`config.mk`:
```
export PLATFORM = sky130hd
export DESIGN_NAME = decode_seq_top
export DESIGN_NICKNAME = d
export VERILOG_FILES = /design/src/common/seq_pkg.sv /design/src/seq_alloc/seq_age_cmp.sv /design/src/seq_alloc/seq_num_gen.sv /design/src/hdl/inflight_table.sv /design/src/hdl/squash_recovery_fsm.sv /design/src/hdl/decode_seq_top.sv
export SDC_FILE = /design/constraint.sdc
export NUM_CORES = 1
export LEC_CHECK = 0
export ABC_AREA = 1
export BUFFER_PORTS_ARGS = -buffer_cell sky130_fd_sc_hd__buf_4
export CORE_MARGIN = 2
export CORE_UTILIZATION = 35
export DETAILED_ROUTE_END_ITERATION = 16
export MAX_ROUTING_LAYER = met4
export PLACE_DENSITY_LB_ADDON = 0.1
export SKIP_LAST_GASP = 1
export SLEW_MARGIN = 40
export SYNTH_ARGS = -nofsm -noshare
export SYNTH_HDL_FRONTEND = slang
export SYNTH_SLANG_ARGS = --single-unit
```
`constraint.sdc`:
```
create_clock -name clk -period 18 [get_ports clk]
set_clock_uncertainty 0.15 [all_clocks]
set_input_delay 0.9 -clock clk [delete_from_list [all_inputs] [get_ports clk]]
set_output_delay 0.9 -clock clk [all_outputs]
set_load 0.005 [all_outputs]
```
`src/common/seq_pkg.sv`:
```
/*
 * Shared widths and packed structs for the decode sequence-number block
 * Sequence number, age parity, allocation, retire and squash records
 */

package seq_pkg;

  // ----------------------------------------------------------------------
  // Widths
  // ----------------------------------------------------------------------

  // Inter part counts squash epochs
  // Both widths must be above 1, only half of each space is live
  localparam int SEQ_INTER_BITS = 2;

  // Intra part counts instructions within an epoch
  // Kept small so a wrap is easy to reach
  localparam int SEQ_INTRA_BITS = 4;

  // Full sequence number width
  localparam int SEQ_BITS = SEQ_INTER_BITS + SEQ_INTRA_BITS;

  // ----------------------------------------------------------------------
  // Records
  // ----------------------------------------------------------------------

  // Sequence number, inter in the upper bits
  typedef struct packed {
    logic [SEQ_INTER_BITS-1:0] inter;
    logic [SEQ_INTRA_BITS-1:0] intra;
  } seq_num_t;

  // Age parity per part
  // A 1 means values with MSB set are the older ones
  typedef struct packed {
    logic inter;
    logic intra;
  } age_parity_t;

  // Allocation result toward decode
  typedef struct packed {
    logic     grant;
    seq_num_t seq;
  } alloc_t;

  // Retire result, also the commit into the generator
  typedef struct packed {
    logic     valid;
    seq_num_t seq;
  } retire_t;

  // Squash request, seq is the squashing instruction
  typedef struct packed {
    logic     valid;
    seq_num_t seq;
  } squash_t;

endpackage

```
`src/seq_alloc/seq_age_cmp.sv`:
```
/*
 * Age comparator for two sequence numbers
 * older_eq is high when a is older than or equal to b
 */
`timescale 1ns/1ps

module seq_age_cmp (
  input  seq_pkg::seq_num_t    a,
  input  seq_pkg::seq_num_t    b,
  input  seq_pkg::age_parity_t parity,
  output logic                 older_eq
);

  logic inter_lt;
  logic inter_eq;
  logic intra_le;

  // Inter part decides unless both epochs match
  // Signed compare puts MSB-set values first
  assign inter_lt = parity.inter ?
                    ($signed(a.inter) < $signed(b.inter)) :
                    (a.inter < b.inter);

  assign inter_eq = (a.inter == b.inter);

  // Same epoch, fall back to instruction order
  assign intra_le = parity.intra ?
                    ($signed(a.intra) <= $signed(b.intra)) :
                    (a.intra <= b.intra);

  assign older_eq = inter_lt || (inter_eq && intra_le);

endmodule

```
`src/seq_alloc/seq_num_gen.sv`:
```
/*
 * Sequence number generator
 * Hands out inter/intra numbers, follows commit and squash,
 * stalls when a new number would overlap live numbers
 */
`timescale 1ns/1ps

module seq_num_gen (
  input  logic                 clk,
  input  logic                 rst,

  // ----------------------------------------------------------------------
  // Allocation
  // ----------------------------------------------------------------------
  input  logic                 seq_num_alloc,
  output seq_pkg::seq_num_t    next_seq,
  output logic                 next_seq_val,

  // ----------------------------------------------------------------------
  // Commit, squash and age parity
  // ----------------------------------------------------------------------
  input  seq_pkg::retire_t     commit,
  input  seq_pkg::squash_t     squash,
  output seq_pkg::age_parity_t parity
);

  localparam int INTER_W = seq_pkg::SEQ_INTER_BITS;
  localparam int INTRA_W = seq_pkg::SEQ_INTRA_BITS;

  // ----------------------------------------------------------------------
  // Intra part
  // ----------------------------------------------------------------------

  // Next number to hand out and next number expected to commit
  logic [INTRA_W-1:0] curr_intra;
  logic [INTRA_W-1:0] commit_intra;
  logic               intra_ok;
  logic               inter_ok;

  always_ff @(posedge clk) begin
    if (rst) begin
      curr_intra <= '0;
    end else if (squash.valid) begin
      // New epoch restarts instruction numbering
      curr_intra <= '0;
    end else if (seq_num_alloc && intra_ok) begin
      curr_intra <= curr_intra + 1'b1;
    end
  end

  always_ff @(posedge clk) begin
    if (rst) begin
      commit_intra <= '0;
    end else if (squash.valid) begin
      commit_intra <= '0;
    end else if (commit.valid) begin
      commit_intra <= commit.seq.intra + 1'b1;
    end
  end

  // Stall at the end of a half while the other half still waits on commit
  always_comb begin
    intra_ok = inter_ok;
    if ((&curr_intra[INTRA_W-2:0]) &&
        (curr_intra[INTRA_W-1] != commit_intra[INTRA_W-1])) begin
      intra_ok = 1'b0;
    end
  end

  assign parity.intra = commit_intra[INTRA_W-1];

  // ----------------------------------------------------------------------
  // Inter part
  // ----------------------------------------------------------------------

  logic [INTER_W-1:0] curr_inter;
  logic [INTER_W-1:0] commit_inter;
  logic               squash_older_eq;
  logic               commit_older;

  // Signed view when MSB-set epochs are the older ones
  always_comb begin
    if (parity.inter) begin
      squash_older_eq = $signed(curr_inter) <= $signed(squash.seq.inter);
      commit_older    = $signed(commit_inter) < $signed(commit.seq.inter);
    end else begin
      squash_older_eq = curr_inter <= squash.seq.inter;
      commit_older    = commit_inter < commit.seq.inter;
    end
  end

  always_ff @(posedge clk) begin
    if (rst) begin
      curr_inter <= '0;
    end else if (squash.valid && squash_older_eq) begin
      // Survivors keep the squash epoch, new work starts one past it
      curr_inter <= squash.seq.inter + 1'b1;
    end
  end

  always_ff @(posedge clk) begin
    if (rst) begin
      commit_inter <= '0;
    end else if (commit.valid && commit_older) begin
      commit_inter <= commit.seq.inter + 1'b1;
    end
  end

  // Epoch would collide with epochs not yet committed
  always_comb begin
    inter_ok = 1'b1;
    if (!(|curr_inter[INTER_W-2:0]) &&
        (curr_inter[INTER_W-1] != commit_inter[INTER_W-1])) begin
      inter_ok = 1'b0;
    end
  end

  assign parity.inter = commit_inter[INTER_W-1];

  // ----------------------------------------------------------------------
  // Outputs
  // ----------------------------------------------------------------------

  assign next_seq.inter = curr_inter;
  assign next_seq.intra = curr_intra;
  assign next_seq_val   = intra_ok;

endmodule

```
`src/hdl/inflight_table.sv`:
```
/*
 * In-flight table of granted sequence numbers in program order
 * Ring buffer with head pop on retire and tail truncation on squash
 */
`timescale 1ns/1ps

module inflight_table #(
  parameter int DEPTH = 8
) (
  input  logic                       clk,
  input  logic                       rst,
  input  logic                       seq_num_alloc,
  input  seq_pkg::seq_num_t          alloc_seq,
  input  logic                       retire_req,
  input  seq_pkg::squash_t           squash,
  input  seq_pkg::age_parity_t       parity,
  output seq_pkg::retire_t           retire,
  output logic                       full,
  output logic [$clog2(DEPTH+1)-1:0] count
);

  localparam int PTR_W = $clog2(DEPTH);
  localparam int CNT_W = $clog2(DEPTH + 1);

  seq_pkg::seq_num_t entry [DEPTH];
  logic [PTR_W-1:0]  head;
  logic [PTR_W-1:0]  tail;
  logic [DEPTH-1:0]  keep;
  logic [CNT_W-1:0]  keep_count;
  logic [PTR_W-1:0]  keep_tail;
  logic              push;
  logic              pop;

  // Ring pointer advance with wrap at DEPTH
  function automatic logic [PTR_W-1:0] ptr_add(input logic [PTR_W-1:0] p,
                                               input logic [CNT_W-1:0] n);
    logic [CNT_W:0] sum;
    sum = p + n;
    if (sum >= DEPTH) begin
      sum = sum - (CNT_W+1)'(DEPTH);
    end
    return sum[PTR_W-1:0];
  endfunction

  // ----------------------------------------------------------------------
  // Squash truncation
  // ----------------------------------------------------------------------

  // One comparator per slot, against the squashing number
  for (genvar k = 0; k < DEPTH; k++) begin : g_cmp
    seq_age_cmp u_seq_age_cmp (
      .a        (entry[k]),
      .b        (squash.seq),
      .parity   (parity),
      .older_eq (keep[k])
    );
  end

  // Count the unbroken run of survivors from the head
  always_comb begin
    logic             run;
    logic [PTR_W-1:0] idx;
    run        = 1'b1;
    idx        = head;
    keep_count = '0;
    for (int i = 0; i < DEPTH; i++) begin
      if (run && (CNT_W'(i) < count) && keep[idx]) begin
        keep_count = keep_count + 1'b1;
      end else begin
        run = 1'b0;
      end
      idx = ptr_add(idx, CNT_W'(1));
    end
  end

  assign keep_tail = ptr_add(head, keep_count);

  // ----------------------------------------------------------------------
  // Push, pop and pointers
  // ----------------------------------------------------------------------

  assign full = (count == CNT_W'(DEPTH));
  assign push = seq_num_alloc && !full && !squash.valid;
  assign pop  = retire_req && (count != '0) && !squash.valid;

  // Oldest entry goes out in the request cycle
  assign retire.valid = pop;
  assign retire.seq   = entry[head];

  always_ff @(posedge clk) begin
    if (push) begin
      entry[tail] <= alloc_seq;
    end
  end

  always_ff @(posedge clk) begin
    if (rst) begin
      head  <= '0;
      tail  <= '0;
      count <= '0;
    end else if (squash.valid) begin
      // Drop everything younger than the squashing instruction
      tail  <= keep_tail;
      count <= keep_count;
    end else begin
      if (pop) begin
        head <= ptr_add(head, CNT_W'(1));
      end
      if (push) begin
        tail <= ptr_add(tail, CNT_W'(1));
      end
      case ({push, pop})
        2'b10:   count <= count + 1'b1;
        2'b01:   count <= count - 1'b1;
        default: count <= count;
      endcase
    end
  end

endmodule

```
`src/hdl/squash_recovery_fsm.sv`:
```
/*
 * Squash recovery state machine
 * Blocks allocation for RECOVERY_CYCLES cycles after each squash
 */
`timescale 1ns/1ps

module squash_recovery_fsm #(
  parameter int RECOVERY_CYCLES = 3
) (
  input  logic clk,
  input  logic rst,
  input  logic squash_valid,
  output logic recovering
);

  localparam int CNT_W = $clog2(RECOVERY_CYCLES + 1);

  typedef enum logic {
    RUN,
    RECOVER
  } state_t;

  state_t           state;
  state_t           state_next;
  logic [CNT_W-1:0] cnt;

  // ----------------------------------------------------------------------
  // Next state
  // ----------------------------------------------------------------------

  always_comb begin
    state_next = state;
    case (state)
      RUN: begin
        if (squash_valid) begin
          state_next = RECOVER;
        end
      end
      RECOVER: begin
        // Stay while reloaded or still counting down
        if (!squash_valid && (cnt == '0)) begin
          state_next = RUN;
        end
      end
      default: state_next = RUN;
    endcase
  end

  always_ff @(posedge clk) begin
    if (rst) begin
      state <= RUN;
    end else begin
      state <= state_next;
    end
  end

  // Load on every squash, last blocked cycle sees zero
  always_ff @(posedge clk) begin
    if (rst) begin
      cnt <= '0;
    end else if (squash_valid) begin
      cnt <= CNT_W'(RECOVERY_CYCLES - 1);
    end else if (state == RECOVER && cnt != '0) begin
      cnt <= cnt - 1'b1;
    end
  end

  assign recovering = (state == RECOVER);

endmodule

```
`src/hdl/decode_seq_top.sv`:
```
/*
 * Decode sequence-number block top level
 * Generator, in-flight table and squash recovery with grant priorities
 */
`timescale 1ns/1ps

module decode_seq_top #(
  parameter int DEPTH           = 8,
  parameter int RECOVERY_CYCLES = 3
) (
  input  logic                       clk,
  input  logic                       rst,
  input  logic                       alloc_req,
  input  logic                       retire_req,
  input  seq_pkg::squash_t           squash,
  output seq_pkg::alloc_t            alloc,
  output seq_pkg::retire_t           retire,
  output logic [$clog2(DEPTH+1)-1:0] inflight_count
);

  seq_pkg::seq_num_t    next_seq;
  seq_pkg::age_parity_t parity;
  logic                 next_seq_val;
  logic                 recovering;
  logic                 table_full;
  logic                 grant;
  logic                 retire_req_ok;

  // ----------------------------------------------------------------------
  // Priorities
  // ----------------------------------------------------------------------

  // Squash wins over both grant and retire in its cycle
  assign grant = alloc_req && next_seq_val && !recovering && !table_full &&
                 !squash.valid;
  assign retire_req_ok = retire_req && !squash.valid;

  assign alloc.grant = grant;
  assign alloc.seq   = next_seq;

  // ----------------------------------------------------------------------
  // Blocks
  // ----------------------------------------------------------------------

  seq_num_gen u_seq_num_gen (
    .clk           (clk),
    .rst           (rst),
    .seq_num_alloc (grant),
    .next_seq      (next_seq),
    .next_seq_val  (next_seq_val),
    .commit        (retire),
    .squash        (squash),
    .parity        (parity)
  );

  inflight_table #(
    .DEPTH (DEPTH)
  ) u_inflight_table (
    .clk           (clk),
    .rst           (rst),
    .seq_num_alloc (grant),
    .alloc_seq     (next_seq),
    .retire_req    (retire_req_ok),
    .squash        (squash),
    .parity        (parity),
    .retire        (retire),
    .full          (table_full),
    .count         (inflight_count)
  );

  squash_recovery_fsm #(
    .RECOVERY_CYCLES (RECOVERY_CYCLES)
  ) u_squash_recovery_fsm (
    .clk          (clk),
    .rst          (rst),
    .squash_valid (squash.valid),
    .recovering   (recovering)
  );

endmodule

```
==> key figures, run 1 <==
Outcome
  – Outcome: finished, final reports clean

Layout
  – N_diodes: 0
  – Seq. cell area: 1940 um^2
  – Multi-input gate area: 3670 um^2
  – Final net count: 938
  – Fill cells: 1802
  – Layout area overhead: 11.8%
  – Share of layout cells above drive strength 1: 0.123

Global routing
  – Most used routing layer: met2
  – First-pass GRT wire length: 26700 um
  – Met1 usage: 0.264
  – Grt ovf: 0
  – Initial antenna violation count: 0
  – Largest net degree at the start of global routing: 27
  – M2 GR Usage: 0.294
  – GRT Overall Usage: 0.192
  – Number of global-route vias before repair: 5112
  – GRT met3 Usage: 0.0342

Logic synthesis
  – Post-synth EDFFs: 48
  – Syn Inst Count: 817
  – Yosys cell types: 40
  – Most area-consuming cells after synthesis: edfxtp_1, ha_1, nand2_1
  – Syn avg cell area: 7.65 um^2
  – Synth Register Bits: 73
  – Area leader, netlist: edfxtp_1
  – Yosys top cell area share: 0.231
  – Syn nets: 917
  – Syn Std Cell Area: 6250 um^2
  – Part of the Yosys area used for sequential elements: 0.311
  – Top FF cell, synth: edfxtp_1
  – Yosys warns: 0
  – Post-synth ARST share: 0

CTS
  – Hold-fix buffers at CTS: 0
  – CTS Buf Count: 9
  – CTS tree: built
  – CTS Sinks: 73
  – Bufs on Longest Clock Path: 2
  – Post-CTS sizing: 0
  – Post-CTS Setup Repair Bufs: 0
  – CTS clock-pin slew for the worst setup and hold paths: 0.06 ns
  – Max H-tree Level: 3
  – Worst-Skew Late Latency: 0.34 ns
  – CTS Root Cell: clkbuf_16

Critical path
  – Max incr delay on CP: 0.41 ns
  – Data arrival, critical path: 7.27 ns
  – Crit path required time: 18.13 ns
  – Worst-path fanout max: 8
  – Startpoint Class: primary input
  – WS Path Type: primary input to register
  – Crit path max-delay family: adder cells
  – Slowest CP cell: fa_1
  – CP dominant cell by count: nand2_1
  – CP endpoint kind: register
  – Buf/Inv on CP: 7

Floorplan
  – Floorplan core area: 17400 um^2
  – Rows: 48
  – Die Ht: 138 um
  – I/O pin total: 29
  – DIE AREA: 18900 um^2
  – Initial core utilization: 0.360
  – Die width: 138 um

Power and ir drop
  – Net Sw Power: 0.229 mW
  – Gate power share: 0.352
  – Sequential share of power: 0.345
  – Power per standard cell area: 86.0 nW/um^2
  – Final Power: 0.601 mW
  – Leakage power total: 3.37 nW
  – Sw Ratio: 0.381
  – Internal power: 0.372 mW
  – Max VDD drop: 0.0000485 V
  – Clock network power share: 0.303

Routing
  – Post-route ant nets: 0
  – Routed WL: 16500 um
  – Wire per inst: 15.5 um
  – Remaining DRCs: 0
  – Vias per cell: 4.95
  – Pre-antenna DRT Iters: 5
  – Via count of the routed design: 5285
  – DR iter-0 viols: 321

Placed design
  – Placer Congestion: 0.936
  – IO buf count: 28
  – HPWL after detailed placement: 13100 um

Timing
  – Slew HR: 0.513
  – Max Freq: 140 MHz
  – Fin crit period: 7.15 ns
  – TNS Setup: 0 ns
  – RSZ-0062 raised after global routing: false
  – Actual slew at the worst max-slew pin: 0.727 ns
  – Final Setup Violations: 0
  – Max Slew Vio Count: 0
  – Period utilization: 0.397
  – Final hold vios: 0

Job
  – Max-Cap Viols: 0

Hold path
  – Worst hold path class: register to register
## cells in the final DEF, fill, tap and decap left out, types with 10 or more instances in the layout
master       n
a21oi_1     40
edfxtp_1    48
nand3_2     12
nand2_2     15
fa_1        21
nand2_1    178
ha_1        68
o21ai_0     48
clkbuf_16   11
nor2_1      63
nand3_1     65
a31oi_1     10
buf_4       29
dfxtp_1     24
inv_1      141
## tightest hold or removal path: stages (launching register included)
cell     delay, ns
dfxtp_1       0.30
inv_1         0.06
a21oi_1       0.06
## state kept, by name (all words and copies together) (netlist names), named ones only
signal,count
u_seq_num_gen.commit_intra,1
u_seq_num_gen.commit_inter,2
u_squash_recovery_fsm.cnt,2
u_seq_num_gen.curr_intra,4
u_inflight_table.head,3
u_inflight_table.tail,3
u_seq_num_gen.curr_inter,2
u_inflight_table.entry,48
u_inflight_table.count,4
u_squash_recovery_fsm.recovering,1
## cell families (layout without fill, tap and decap cells)
family	after synthesis	count (layout)	share of synthesized area
fa+ha+maj	89	89	0.203
buf+inv	169	195	0.105
xor+xnor	12	12	0.0204
simple gates	361	361	0.264
compound gates	113	113	0.0969
flops	73	73	0.311
## final cells by class
cell class              instances  share of cell area
flip-flops and latches         73               0.278
repair buffers                 29              0.0312
clock buffers                  11              0.0394
inverters                     150              0.0813
clock inverters                 5             0.00466
well taps                     225              0.0403
multi-input cells             575               0.525
## routing by layer
metal / part of all wire / vias to the layer above
li1: - / 2651
met1: 0.51 / 2523
met2: 0.44 / 94
met3: 0.038 / 17
met4: 0.013 / 0
met5: 0 / -
## metrics by stage
stage	worst slack (ns)	util	cells	hold slack (ns)	instance area [um^2]
after floorplan	11.13	-	817	0.283	6250
after global placement	10.37	0.384	1052	0.299	6660
after detailed placement	10.46	0.384	1052	0.315	6670
after CTS	10.81	0.402	1068	0.324	6980
after global routing	10.29	0.402	1068	0.347	6990
final	10.85	0.402	1068	0.320	6990
## path summary, 6_finish.rpt
| path | from | end | slack [ns] | cells past startpoint |
|---|---|---|---|---|
| setup / recovery | squash[3] | u_inflight_table.tail[1]$_SDFFE_PP0P_ | 10.85 | 42 |
| hold / removal | u_squash_recovery_fsm.cnt[1]$_SDFFE_PP0P_ | u_squash_recovery_fsm.cnt[1]$_SDFFE_PP0P_ | 0.32 | 2 |
| setup reg to reg | u_inflight_table.head[0]$_SDFFE_PP0P_ | u_inflight_table.tail[1]$_SDFFE_PP0P_ | 11.06 | 35 |
| hold reg to reg | u_squash_recovery_fsm.cnt[1]$_SDFFE_PP0P_ | u_squash_recovery_fsm.cnt[1]$_SDFFE_PP0P_ | 0.32 | 2 |
## cell usage after synthesis (all sizes together) (2+ instances only)
| cell | count |
|---|---|
| a21oi | 43 |
| a31oi | 10 |
| buf | 9 |
| clkbuf | 10 |
| clkinv | 3 |
| dfxtp | 25 |
| edfxtp | 48 |
| fa | 21 |
| ha | 68 |
| inv | 147 |
| nand2 | 195 |
| nand3 | 78 |
| nand4 | 3 |
| nor2 | 71 |
| nor3 | 7 |
| o21ai | 53 |
| o22ai | 3 |
| or2 | 4 |
| xnor2 | 2 |
| xor2 | 10 |
## power by group through the flow
| stage | combinational [mW] | sequential (mW) | clock (mW) |
|---|---|---|---|
| finish | 0.212 | 0.207 | 0.182 |
| global route | 0.242 | 0.209 | 0.193 |
| CTS | 0.213 | 0.207 | 0.187 |
| detailed placement | 0.212 | 0.211 | 0 |
| global placement | 0.209 | 0.210 | 0 |
| floorplan | 0.156 | 0.200 | 0 |
(Power assumes the default switching activity.)
==> inputs of run 2 (changes only) <==
clock period = 7.46 ns   (was 18 ns; I/O delays follow)
==> run 2 against run 1 <==
Net effect:
- clock power rose by 140%
- sequential share of layout area fell by 0.13 points
- hold slack got worse by 0.16 ns
- final cell count rose by 0.47%
- final area rose by 0.41%
- register-to-register slack got worse by 10 ns
- power rose by 140%
- global-route usage rose by 0.28 points
- first-iteration DRC count rose by 12%
- via count fell by 0.64%
- critical endpoint unchanged
- largest cell class unchanged
==> key figures, run 2 (synthesis results as in run 1) <==
Layout
  – Commonest non-fill, non-tap cell in the layout: nand2_1
  – Share of layout cells above drive strength 1: 0.127 (+0.00399)
  – N_diodes: 0 (unchanged)
  – Largest register FFs: 48 (unchanged)
  – Largest regs: u_inflight_table.entry (48), u_inflight_table.count (4), u_seq_num_gen.curr_intra (4)
  – Fin area: 7010 um^2 (+0.41%)
  – Layout area overhead: 12.2%
  – Largest Register: u_inflight_table.entry
  – Most frequent cells in the layout: nand2_1, inv_1, ha_1
  – Final net count: 943 (+0.53%)

CTS
  – CTS Root Cell: clkbuf_16
  – Max H-tree Level: 3 (unchanged)
  – Worst-Skew Late Latency: 0.35 ns (about the same)
  – Post-CTS sizing: 0 (unchanged)
  – CTS Buf Count: 9 (unchanged)
  – CTS tree: built
  – CTS Sinks: 73 (unchanged)
  – CTS clock-pin slew for the worst setup and hold paths: 0.06 ns (about the same)
  – Hold-fix buffers at CTS: 0 (unchanged)
  – Bufs on Longest Clock Path: 2 (unchanged)
  – Post-CTS Setup Repair Bufs: 0 (unchanged)

Floorplan
  – Initial core utilization: 0.360 (unchanged)
  – Die Ht: 138 um (unchanged)
  – Floorplan core area: 17400 um^2 (unchanged)
  – I/O pin total: 29 (unchanged)
  – Die width: 138 um (unchanged)
  – Rows: 48 (unchanged)
  – DIE AREA: 18900 um^2 (unchanged)

Timing
  – Final hold vios: 0 (unchanged)
  – Actual slew at the worst max-slew pin: 0.778 ns (+0.0506 ns)
  – TNS Setup: 0 ns (unchanged)
  – Max Freq: 152 MHz
  – Slew HR: 0.479 (-0.0338)
  – Max Slew Vio Count: 0 (unchanged)
  – Final Setup Violations: 0 (unchanged)
  – Fin crit period: 6.59 ns
  – RSZ-0062 raised after global routing: false
  – Period utilization: 0.883

Critical path
  – R2R Setup Slk: 0.87 ns (-10.19 ns)
  – Buf/Inv on CP: 5 (-2)
  – CP endpoint kind: register
  – Crit path max-delay family: adder cells
  – Critical Path Stages: 40 (-4.8%)
  – Startpoint Class: register
  – Crit path required time: 7.58 ns (-10.55 ns)
  – Reg2Reg Depth: 40 (+14%)
  – Max incr delay on CP: 0.42 ns (about the same)
  – Slowest CP cell: fa_1
  – Worst r2r src: u_inflight_table.entry[0][3]$_DFFE_PP_
  – WS Path Type: register to register
  – Worst-path fanout max: 3 (-5)
  – CP dominant cell by count: nand2_1
  – FF-to-FF End: u_inflight_table.tail[1]$_SDFFE_PP0P_
  – Data arrival, critical path: 6.71 ns (-0.56 ns)

Placed design
  – IO buf count: 28 (unchanged)
  – HPWL after detailed placement: 13100 um (-0.28%)
  – Placer Congestion: 0.857 (-8.5%)
  – Cell Area, Placed: 6710 um^2 (+0.54%)

Global routing
  – Initial antenna violation count: 0 (unchanged)
  – Grt ovf: 0 (unchanged)
  – First-pass GRT wire length: 27100 um (+1.6%)
  – Number of global-route vias before repair: 5251 (+2.7%)
  – Largest net degree at the start of global routing: 27 (unchanged)
  – GRT Overall Usage: 0.195 (+0.00281)

Power and ir drop
  – Final Power: 1.45 mW (+140%)
  – Power per standard cell area: 207 nW/um^2 (+140%)
  – Leakage power total: 3.39 nW (+0.59%)
  – Max VDD drop: 0.000137 V (+180%)

Hold path
  – Worst Hold Depth: 2 (unchanged)
  – Worst hold path class: primary input to register
  – HP Start: rst
  – WHS Endpoint: u_inflight_table.tail[1]$_SDFFE_PP0P_

Routing
  – DR iter-0 viols: 358 (+12%)
  – Post-route ant nets: 0 (unchanged)
  – Vias per cell: 4.89 (-1.1%)
  – Via count of the routed design: 5251 (-0.64%)
  – Pre-antenna DRT Iters: 5 (unchanged)
  – Routed WL: 16800 um (+1.5%)
  – Wire per inst: 15.6 um (+1.0%)
  – Remaining DRCs: 0 (unchanged)

Job
  – Max-Cap Viols: 0 (unchanged)

Outcome
  – Outcome: finished, final reports clean
-- run 2: cell type report --
| cell class | count | area, um^2 |
|---|---|---|
| well taps | 225 | 282 |
| flip-flops and latches | 73 | 1940 |
| clock inverters | 6 | 50.0 |
| multi-input cells | 575 | 3670 |
| clock buffers | 10 | 250 |
| repair buffers | 34 | 255 |
| fillers | 1762 | 10300 |
| inverters | 150 | 568 |
-- run 2: through the flow --
stage | instances | util | hold WS (ns) | setup slack [ns]
final | 1073 | 0.404 | 0.165 | 0.873
after global routing | 1073 | 0.404 | 0.149 | 0.240
after CTS | 1073 | 0.404 | 0.137 | 0.851
after detailed placement | 1057 | 0.387 | 0.308 | 0.549
after global placement | 1057 | 0.386 | 0.297 | 0.600
after floorplan | 817 | - | 0.283 | 1.12
-- run 2: report_power, final --
group	internal [mW]	total (mW)	switching (mW)
logic	0.181	0.523	0.342
clock network	0.248	0.435	0.187
registers	0.455	0.491	0.0361
total	0.884	1.45	0.565
-- run 2: routing by layer --
metal | up-vias | GRT usage | wire [um]
met5 | - | - | 0
met4 | 0 | 0.0481 | 224
met3 | 18 | 0.0338 | 696
met2 | 109 | 0.297 | 7460
met1 | 2462 | 0.269 | 8410
li1 | 2662 | - | -
-- run 2: worst max-delay path by stage --
stage,start,to
floorplan,squash[5],u_inflight_table.tail[1]$_SDFFE_PP0P_
global placement,squash[5],u_inflight_table.tail[1]$_SDFFE_PP0P_
detailed placement,squash[3],u_inflight_table.tail[1]$_SDFFE_PP0P_
CTS,u_inflight_table.entry[4][4]$_DFFE_PP_,u_inflight_table.tail[1]$_SDFFE_PP0P_
global route,u_inflight_table.entry[5][4]$_DFFE_PP_,u_inflight_table.tail[1]$_SDFFE_PP0P_
finish,u_inflight_table.entry[0][3]$_DFFE_PP_,u_inflight_table.tail[1]$_SDFFE_PP0P_
-- run 2: worst reg2reg max path, delay by kind of cell, from the launching register on --
family,cells,cell delay (ns)
AO/OA/AOI/OAI,5,0.91
AND/OR/NAND/NOR,22,2.29
buffers and inverters,5,0.26
flip-flops,1,0.41
adder cells (fa/ha/maj),8,2.47
